**src/int_core_macros.svh**
```systemverilog
// Integer core constants
`ifndef INT_CORE_MACROS_SVH
`define INT_CORE_MACROS_SVH

// Datapath width and integer register count
`define XLEN 32
`define REG_COUNT 32

// RV32I major opcodes kept by the core
`define OPC_OP 7'b0110011
`define OPC_OP_IMM 7'b0010011
`define OPC_LUI 7'b0110111

// Exception cause reported for an unsupported word
`define EXCP_ILLEGAL 4'd2

`endif

```
**src/int_core_pkg.sv**
```systemverilog
// Integer core types
`include "int_core_macros.svh"

package int_core_pkg;

    // Data word as seen by the ALU and the register file
    typedef logic [`XLEN-1:0] xlen_t;

    // Architectural register index
    typedef logic [$clog2(`REG_COUNT)-1:0] reg_idx_t;

    // Raw instruction word
    typedef logic [31:0] ins_t;

    // Exception cause code
    typedef logic [3:0] excp_code_t;

    // ALU operations, PASS_B forwards operand B unchanged for LUI
    typedef enum logic [3:0] {
        ALU_ADD,
        ALU_SUB,
        ALU_SLL,
        ALU_SLT,
        ALU_SLTU,
        ALU_XOR,
        ALU_SRL,
        ALU_SRA,
        ALU_OR,
        ALU_AND,
        ALU_PASS_B
    } alu_op_t;

endpackage

```
**src/ins_decode.sv**
```systemverilog
// Instruction decode stage
`timescale 1ns/1ps
`include "int_core_macros.svh"

module ins_decode import int_core_pkg::*; (
    input  logic     cpu_clock_i,
    input  logic     reset_i,
    input  logic     advance_i,
    input  logic     ins_valid_i,
    input  ins_t     ins_i,
    output reg_idx_t rs1_idx_o,
    output reg_idx_t rs2_idx_o,
    input  xlen_t    rs1_data_i,
    input  xlen_t    rs2_data_i,
    output logic     dec_valid_o,
    output alu_op_t  dec_op_o,
    output xlen_t    dec_a_o,
    output xlen_t    dec_b_o,
    output reg_idx_t dec_dest_o,
    output logic     dec_wr_o,
    output logic     dec_excp_o,
    output ins_t     dec_ins_o
);

    logic [6:0] opcode;
    logic [2:0] funct3;
    logic [6:0] funct7;
    logic       alt_d;
    xlen_t      imm_i;
    xlen_t      imm_u;
    alu_op_t    op_d;
    xlen_t      a_d;
    xlen_t      b_d;
    logic       legal_d;

    assign opcode = ins_i[6:0];
    assign funct3 = ins_i[14:12];
    assign funct7 = ins_i[31:25];
    assign alt_d  = (funct7 == 7'b0100000);
    assign imm_i  = {{(`XLEN-12){ins_i[31]}}, ins_i[31:20]};
    assign imm_u  = {ins_i[31:12], 12'b0};

    // Register reads happen while the word sits on the input port
    assign rs1_idx_o = ins_i[19:15];
    assign rs2_idx_o = ins_i[24:20];

    // The alternate funct7 selects SUB over ADD and SRA over SRL
    function automatic alu_op_t f3_op(logic [2:0] f3, logic alt);
        case (f3)
            3'b000:  return alt ? ALU_SUB : ALU_ADD;
            3'b001:  return ALU_SLL;
            3'b010:  return ALU_SLT;
            3'b011:  return ALU_SLTU;
            3'b100:  return ALU_XOR;
            3'b101:  return alt ? ALU_SRA : ALU_SRL;
            3'b110:  return ALU_OR;
            default: return ALU_AND;
        endcase
    endfunction

    always_comb begin
        op_d    = f3_op(funct3, alt_d);
        a_d     = rs1_data_i;
        b_d     = rs2_data_i;
        legal_d = 1'b0;
        case (opcode)
            `OPC_OP: begin
                legal_d = (funct7 == 7'b0) ||
                          (alt_d && (funct3 == 3'b000 || funct3 == 3'b101));
            end
            `OPC_OP_IMM: begin
                // There is no SUBI, so funct3 000 is always ADDI
                b_d  = imm_i;
                op_d = f3_op(funct3, alt_d && funct3 == 3'b101);
                if (funct3 == 3'b001) begin
                    legal_d = (funct7 == 7'b0);
                end else if (funct3 == 3'b101) begin
                    legal_d = (funct7 == 7'b0) || alt_d;
                end else begin
                    legal_d = 1'b1;
                end
            end
            `OPC_LUI: begin
                op_d    = ALU_PASS_B;
                a_d     = '0;
                b_d     = imm_u;
                legal_d = 1'b1;
            end
            default: begin
                legal_d = 1'b0;
            end
        endcase
    end

    always_ff @(posedge cpu_clock_i) begin
        if (reset_i) begin
            dec_valid_o <= 1'b0;
        end else if (advance_i) begin
            dec_valid_o <= ins_valid_i;
        end
    end

    always_ff @(posedge cpu_clock_i) begin
        if (advance_i) begin
            dec_op_o   <= op_d;
            dec_a_o    <= a_d;
            dec_b_o    <= b_d;
            dec_dest_o <= ins_i[11:7];
            dec_wr_o   <= legal_d;
            dec_excp_o <= !legal_d;
            dec_ins_o  <= ins_i;
        end
    end

    // Only the kept opcodes may produce a register write
    wr_only_kept_opcode: assert property (@(posedge cpu_clock_i) disable iff (reset_i)
        dec_valid_o && dec_wr_o |-> dec_ins_o[6:0] inside {`OPC_OP, `OPC_OP_IMM, `OPC_LUI});

endmodule

```
**src/reg_file.sv**
```systemverilog
// Integer register file
`timescale 1ns/1ps
`include "int_core_macros.svh"

module reg_file import int_core_pkg::*; (
    input  logic     cpu_clock_i,
    input  reg_idx_t rd_idx_a_i,
    input  reg_idx_t rd_idx_b_i,
    output xlen_t    rd_data_a_o,
    output xlen_t    rd_data_b_o,
    input  logic     wr_en_i,
    input  reg_idx_t wr_idx_i,
    input  xlen_t    wr_data_i
);

    // No storage behind x0
    xlen_t regs [1:`REG_COUNT-1];

    always_ff @(posedge cpu_clock_i) begin
        if (wr_en_i) begin
            regs[wr_idx_i] <= wr_data_i;
        end
    end

    // A write in flight this cycle wins over the stored value
    function automatic xlen_t read_port(reg_idx_t idx);
        if (idx == '0) begin
            return '0;
        end else if (wr_en_i && wr_idx_i == idx) begin
            return wr_data_i;
        end
        return regs[idx];
    endfunction

    always_comb begin
        rd_data_a_o = read_port(rd_idx_a_i);
    end

    always_comb begin
        rd_data_b_o = read_port(rd_idx_b_i);
    end

    // Commit filters out x0 writes before they reach the port
    no_x0_write: assert property (@(posedge cpu_clock_i)
        wr_en_i |-> wr_idx_i != '0);

endmodule

```
**src/int_execute.sv**
```systemverilog
// Integer ALU
`timescale 1ns/1ps
`include "int_core_macros.svh"

module int_execute import int_core_pkg::*; (
    input  alu_op_t dec_op_i,
    input  xlen_t   dec_a_i,
    input  xlen_t   dec_b_i,
    output xlen_t   result_o
);

    localparam int SHW = $clog2(`XLEN);

    logic [SHW-1:0]          shamt;
    logic [`XLEN:0]          diff;
    logic                    lt_u;
    logic                    lt_s;
    logic signed [`XLEN-1:0] sra_res;

    assign shamt = dec_b_i[SHW-1:0];

    // One subtractor serves SUB and both compares, the top bit is the borrow
    assign diff = {1'b0, dec_a_i} - {1'b0, dec_b_i};
    assign lt_u = diff[`XLEN];

    // With equal signs the unsigned borrow is the answer, otherwise A's sign is
    assign lt_s = (dec_a_i[`XLEN-1] ^ dec_b_i[`XLEN-1]) ? dec_a_i[`XLEN-1] : lt_u;

    assign sra_res = $signed(dec_a_i) >>> shamt;

    always_comb begin
        case (dec_op_i)
            ALU_ADD: begin
                result_o = dec_a_i + dec_b_i;
            end
            ALU_SUB: begin
                result_o = diff[`XLEN-1:0];
            end
            ALU_SLL: begin
                result_o = dec_a_i << shamt;
            end
            ALU_SLT: begin
                result_o = {{(`XLEN-1){1'b0}}, lt_s};
            end
            ALU_SLTU: begin
                result_o = {{(`XLEN-1){1'b0}}, lt_u};
            end
            ALU_XOR: begin
                result_o = dec_a_i ^ dec_b_i;
            end
            ALU_SRL: begin
                result_o = dec_a_i >> shamt;
            end
            ALU_SRA: begin
                result_o = sra_res;
            end
            ALU_OR: begin
                result_o = dec_a_i | dec_b_i;
            end
            ALU_AND: begin
                result_o = dec_a_i & dec_b_i;
            end
            default: begin
                result_o = dec_b_i;
            end
        endcase
    end

endmodule

```
**src/commit_unit.sv**
```systemverilog
// Commit and retire stage
`timescale 1ns/1ps
`include "int_core_macros.svh"

module commit_unit import int_core_pkg::*; (
    input  logic       cpu_clock_i,
    input  logic       reset_i,
    input  logic       dec_valid_i,
    input  reg_idx_t   dec_dest_i,
    input  logic       dec_wr_i,
    input  logic       dec_excp_i,
    input  ins_t       dec_ins_i,
    input  xlen_t      result_i,
    output logic       advance_o,
    output logic       wb_en_o,
    output reg_idx_t   wb_idx_o,
    output xlen_t      wb_data_o,
    output logic       retire_valid_o,
    output reg_idx_t   retire_dest_o,
    output xlen_t      retire_data_o,
    output logic       retire_excp_o,
    output excp_code_t retire_excp_code_o,
    input  logic       retire_ready_i
);

    // The whole pipeline moves when the retire slot is free or draining
    assign advance_o = !retire_valid_o || retire_ready_i;

    // Architectural write lands on the same edge the record is captured
    assign wb_en_o   = advance_o && dec_valid_i && dec_wr_i && (dec_dest_i != '0);
    assign wb_idx_o  = dec_dest_i;
    assign wb_data_o = result_i;

    always_ff @(posedge cpu_clock_i) begin
        if (reset_i) begin
            retire_valid_o <= 1'b0;
        end else if (advance_o) begin
            retire_valid_o <= dec_valid_i;
        end
    end

    always_ff @(posedge cpu_clock_i) begin
        if (advance_o) begin
            retire_dest_o      <= dec_dest_i;
            retire_data_o      <= dec_excp_i ? dec_ins_i : result_i;
            retire_excp_o      <= dec_excp_i;
            retire_excp_code_o <= dec_excp_i ? `EXCP_ILLEGAL : '0;
        end
    end

    hold_under_backpressure: assert property (@(posedge cpu_clock_i) disable iff (reset_i)
        retire_valid_o && !retire_ready_i |=> retire_valid_o && $stable(retire_dest_o)
            && $stable(retire_data_o) && $stable(retire_excp_o)
            && $stable(retire_excp_code_o));

endmodule

```
**src/int_core.sv**
```systemverilog
// Integer core top level
`timescale 1ns/1ps

module int_core import int_core_pkg::*; (
    input  logic       cpu_clock_i,
    input  logic       reset_i,
    input  logic       ins_valid_i,
    input  ins_t       ins_i,
    output logic       ins_ready_o,
    output logic       retire_valid_o,
    output reg_idx_t   retire_dest_o,
    output xlen_t      retire_data_o,
    output logic       retire_excp_o,
    output excp_code_t retire_excp_code_o,
    input  logic       retire_ready_i
);

    logic     advance;
    reg_idx_t rs1_idx;
    reg_idx_t rs2_idx;
    xlen_t    rs1_data;
    xlen_t    rs2_data;
    logic     dec_valid;
    alu_op_t  dec_op;
    xlen_t    dec_a;
    xlen_t    dec_b;
    reg_idx_t dec_dest;
    logic     dec_wr;
    logic     dec_excp;
    ins_t     dec_ins;
    xlen_t    result;
    logic     wb_en;
    reg_idx_t wb_idx;
    xlen_t    wb_data;

    // The decode register accepts a word whenever the pipeline advances
    assign ins_ready_o = advance;

    ins_decode u_decode (
        .cpu_clock_i(cpu_clock_i), .reset_i(reset_i), .advance_i(advance),
        .ins_valid_i(ins_valid_i), .ins_i(ins_i),
        .rs1_idx_o(rs1_idx), .rs2_idx_o(rs2_idx),
        .rs1_data_i(rs1_data), .rs2_data_i(rs2_data),
        .dec_valid_o(dec_valid), .dec_op_o(dec_op), .dec_a_o(dec_a), .dec_b_o(dec_b),
        .dec_dest_o(dec_dest), .dec_wr_o(dec_wr), .dec_excp_o(dec_excp), .dec_ins_o(dec_ins)
    );

    reg_file u_regs (
        .cpu_clock_i(cpu_clock_i),
        .rd_idx_a_i(rs1_idx), .rd_idx_b_i(rs2_idx),
        .rd_data_a_o(rs1_data), .rd_data_b_o(rs2_data),
        .wr_en_i(wb_en), .wr_idx_i(wb_idx), .wr_data_i(wb_data)
    );

    int_execute u_execute (
        .dec_op_i(dec_op), .dec_a_i(dec_a), .dec_b_i(dec_b), .result_o(result)
    );

    commit_unit u_commit (
        .cpu_clock_i(cpu_clock_i), .reset_i(reset_i),
        .dec_valid_i(dec_valid), .dec_dest_i(dec_dest), .dec_wr_i(dec_wr),
        .dec_excp_i(dec_excp), .dec_ins_i(dec_ins), .result_i(result),
        .advance_o(advance), .wb_en_o(wb_en), .wb_idx_o(wb_idx), .wb_data_o(wb_data),
        .retire_valid_o(retire_valid_o), .retire_dest_o(retire_dest_o),
        .retire_data_o(retire_data_o), .retire_excp_o(retire_excp_o),
        .retire_excp_code_o(retire_excp_code_o), .retire_ready_i(retire_ready_i)
    );

endmodule

```
**config.mk**
```make
export PLATFORM = sky130hd
export DESIGN_NAME = int_core
export DESIGN_NICKNAME = d
export VERILOG_FILES = /design/src/int_core_pkg.sv /design/src/ins_decode.sv /design/src/reg_file.sv /design/src/int_execute.sv /design/src/commit_unit.sv /design/src/int_core.sv
export VERILOG_INCLUDE_DIRS = /design/src
export SDC_FILE = /design/constraint.sdc
export NUM_CORES = 2
export LEC_CHECK = 0
export BUFFER_PORTS_ARGS = -buffer_cell sky130_fd_sc_hd__buf_4
export CORE_AREA = 2 2 504 406
export CTS_CLUSTER_SIZE = 10
export DETAILED_ROUTE_END_ITERATION = 6
export DIE_AREA = 0 0 506 408
export PLACE_DENSITY = 0.49
export RECOVER_POWER = 25
export SYNTH_ARGS = -nofsm -noshare
export SYNTH_HDL_FRONTEND = slang
export SYNTH_SLANG_ARGS = --single-unit
```
**constraint.sdc**
```tcl
create_clock -name cpu_clock_i -period 11.6 [get_ports cpu_clock_i]
set_input_delay 0.58 -clock cpu_clock_i [delete_from_list [all_inputs] [get_ports cpu_clock_i]]
set_output_delay 0.58 -clock cpu_clock_i [all_outputs]
set_load 0.02 [all_outputs]
```
==> impl_metrics.py <==
metrics = {
    "clock_network": {
        "insertion_delay_ns": 0.80,
        "cts_buffers": 133,
        "cts_sinks": 1134,
        "clk_pin_slew_ns": 0.06,
        "cts_resized": 0,
        "h-tree-depth": 4,
        "cts_tree": "built",
        "clock_path_buffers": 3,
        "root_buffer": "clkbuf_16",
    },
    "layout": {
        "fin_nets": 3985,
        "area_growth_pct": 12.1,
        "final_common_cell": "edfxtp_1",
        "nFillCells": 19500,
        "mostFrequentLayoutCells": "1132 x edfxtp_1, 609 x mux4_2, 291 x nor2_1, 217 x a21oi_1, 150 x o21ai_0",
        "fin_area_um2": 67500,
        "drive_above_1_share_pct": 25.0,
    },
    "run_status": {
        "status": "finished with violations",
        "failed_checks": "capacitance limit, slew limit",
    },
    "sta": {
        "rsz0062_at_grt": "false",
        "maxSlewViolCount": 924,
        "tightest_slew_ns": 4.45,
        "fin_setup_tns_ns": 0,
        "maxSlewHeadroom_pct": -197,
        "fin_skew_ns": 0.0547,
        "finalCritPeriodShare_pct": 58.8,
        "report.final.hold_viol_count": 0,
        "fmax_mhz": 147,
        "period_minus_slack_ns": 6.82,
        "setup_violations": 0,
    },
    "routing": {
        "first_iter_violations": 5661,
        "drc": 0,
        "dr.pass1.iters": 6,
        "vias": 39100,
        "avgViaCountPerCell": 5.94,
        "drt-total-wl_um": 231000,
        "routedWlPerCell_um": 35.1,
        "postRouteAntennaNets": 0,
    },
    "global_route": {
        "antenna_found_initial": 10,
        "grtUsageTotal_pct": 21.9,
        "grt_pass1_vias": 38000,
        "overflow": 0,
        "grt_max_degree": 123,
        "grt_pass1_wl_um": 316000,
    },
    "yosys": {
        "synth.ff_latch_count": 1134,
        "yosys_warnings": 0,
        "syn_area_um2": 60200,
        "yosys.cell_types.count": 93,
        "ys.flop_type": "edfxtp_1",
        "async_reset_ff_share_pct": 0,
        "netlist_instances": 3807,
        "syn_avg_cell_area_um2": 15.8,
        "synth_edf_count": 1132,
        "seq_area_frac_synth_pct": 56.5,
    },
    "placed_design": {
        "gp_congestion": 1.02,
        "placed_area_um2": 64200,
        "hpwl_um": 142000,
        "portBuffers": 76,
    },
    "die": {
        "ios": 80,
        "fp.dieW_um": 506,
        "row_count": 148,
        "start_util_pct": 29.8,
        "coreArea_um2": 202000,
        "die_area_um2": 206000,
        "fp.dieH_um": 408,
    },
    "critical_path": {
        "worstPathArrival_ns": 7.28,
        "ff2ff_path_depth": 14,
        "critPathSlowestCell": "clkbuf_1",
        "critPathMostFrequentCell": "mux4_2",
        "crit_fanout": 91,
        "regToRegStartpoint": "u_decode.dec_b_o[3]",
        "crit-reg2reg-capture": "u_regs.regs[1][0]",
        "cp.depth": 7,
        "critPathBufInv": 3,
        "r2r_slack_ns": 5.40,
        "crit_type": "in2reg",
        "cp_top_family": "buffers and inverters",
        "crit_chain": "clkbuf_1, buf_4, buf_12, mux4_2, mux4_2, mux2i_1, o22ai_1",
        "critPathMaxStageDelay_ns": 3.00,
        "critPathCaptureType": "flip-flop",
        "required_ns": 12.07,
        "start_kind": "input port",
    },
    "hold_path": {
        "min_delay_path_depth": 3,
        "min_from": "ins_valid_i",
        "hold_path_end": "u_decode.dec_valid_o",
        "worstHoldPathType": "in2reg",
    },
    "power": {
        "power_density_nw_per_um2": 166,
        "p_leak_uw": 0.0218,
        "vdd_drop_max_mv": 0.159,
    },
    "run": {
        "drv_cap": 46,
    },
}
-- per-layer routing --
metal	up-vias	GRT usage (%)	share of wire, %
li1	15700	-	-
met2	2080	31.8	43
met1	21000	31.5	43
met5	-	0.556	0.10
met4	10	6.99	3.3
met3	361	5.99	10
-- worst reg2reg max path, delay by kind of cell (launching register included) --
family / cells / cell delay (ns)
compound gates: 9 / 3.02
fa+ha+maj: 1 / 0.60
buf+inv: 3 / 1.64
flops: 1 / 0.32
simple gates: 1 / 0.18
-- logic make-up after synthesis --
| kind of cell | synth area share, % |
|---|---|
| buffers and inverters | 2.91 |
| other | 0.00623 |
| AO/OA/AOI/OAI | 8.12 |
| AND/OR/NAND/NOR | 4.06 |
| multiplexers | 25.7 |
| adder cells (fa/ha/maj) | 2.14 |
| XOR/XNOR | 0.509 |
| flip-flops | 56.5 |
-- Yosys cell counts, drive strengths merged, types with 22 or more instances --
master	number	share of area (%)
edfxtp	1132	56
mux4	609	23
nor2	298	1.9
a21oi	220	1.8
clkbuf	183	1.1
o21ai	160	1.3
mux2i	142	2.4
nand2	140	0.87
inv	129	0.80
buf	124	0.96
ha	100	2.1
a211oi	74	0.93
o22ai	34	0.35
mux2	33	0.62
o211ai	32	0.42
a221oi	29	0.46
nor3	29	0.25
xnor2	27	0.39
a22oi	23	0.29
a21o	22	0.28
-- registers in the layout, summed over array words and instances (netlist names) --
register and cells:
u_decode.dec_a_o 32, u_decode.dec_b_o 32, u_decode.dec_excp_o 1, u_decode.dec_wr_o 1, u_regs.regs 992, u_commit.retire_data_o 32
u_commit.retire_valid_o 1, u_commit.retire_excp_o 1, u_decode.dec_ins_o 32, u_decode.dec_op_o 4, u_commit.retire_dest_o 5, u_decode.dec_valid_o 1
-- power breakdown --
| part | switching [uW] | total (uW) | internal (uW) |
|---|---|---|---|
| logic | 1630 | 2380 | 750 |
| registers | 107 | 5070 | 4960 |
| clock network | 1690 | 3770 | 2080 |
-- per-stage QoR --
stage	utilization [%]	std cells	setup slack (ns)	hold slack [ns]	total power, uW
after global placement	31.8	6399	5.64	0.507	7480
final	33.5	6585	4.78	0.0751	11200
after detailed placement	31.8	6399	5.68	0.517	7470
after global routing	33.5	6582	4.26	0.0703	11600
after floorplan	-	3809	4.63	0.424	6570
after CTS	33.7	6581	5.64	0.00328	11200
-- worst max path at each step --
stage | start | end | slack (ns)
after global placement | u_decode.dec_b_o[3] | u_regs.regs[9][0] | 5.64
after detailed placement | u_decode.dec_b_o[3] | u_regs.regs[11][0] | 5.68
after CTS | u_decode.dec_b_o[3] | u_regs.regs[15][0] | 5.64
final | ins_i[15] | u_decode.dec_a_o[8] | 4.78
after global routing | ins_i[15] | u_decode.dec_a_o[8] | 4.26
after floorplan | retire_ready_i | u_regs.regs[28][0] | 4.63
-- final cells by class --
| class | count | area [um^2] | share of cell area (%) |
|---|---|---|---|
| sequential | 1134 | 34000 | 50.4 |
| multi-input combinational | 2238 | 24600 | 36.4 |
| timing repair buffer | 210 | 1380 | 2.04 |
| clock inverter | 19 | 253 | 0.374 |
| clock buffer | 150 | 3410 | 5.05 |
| tap | 2700 | 3380 | 5.00 |
| inverter | 130 | 488 | 0.723 |
| antenna | 4 | 10.0 | 0.0148 |
-- timing repair --
item	4_1_cts	5_1_grt
hold buffers	13	0
setup buffers	0	0
hold endpoints to repair	14	0
Power figures use the tool's default switching activity.
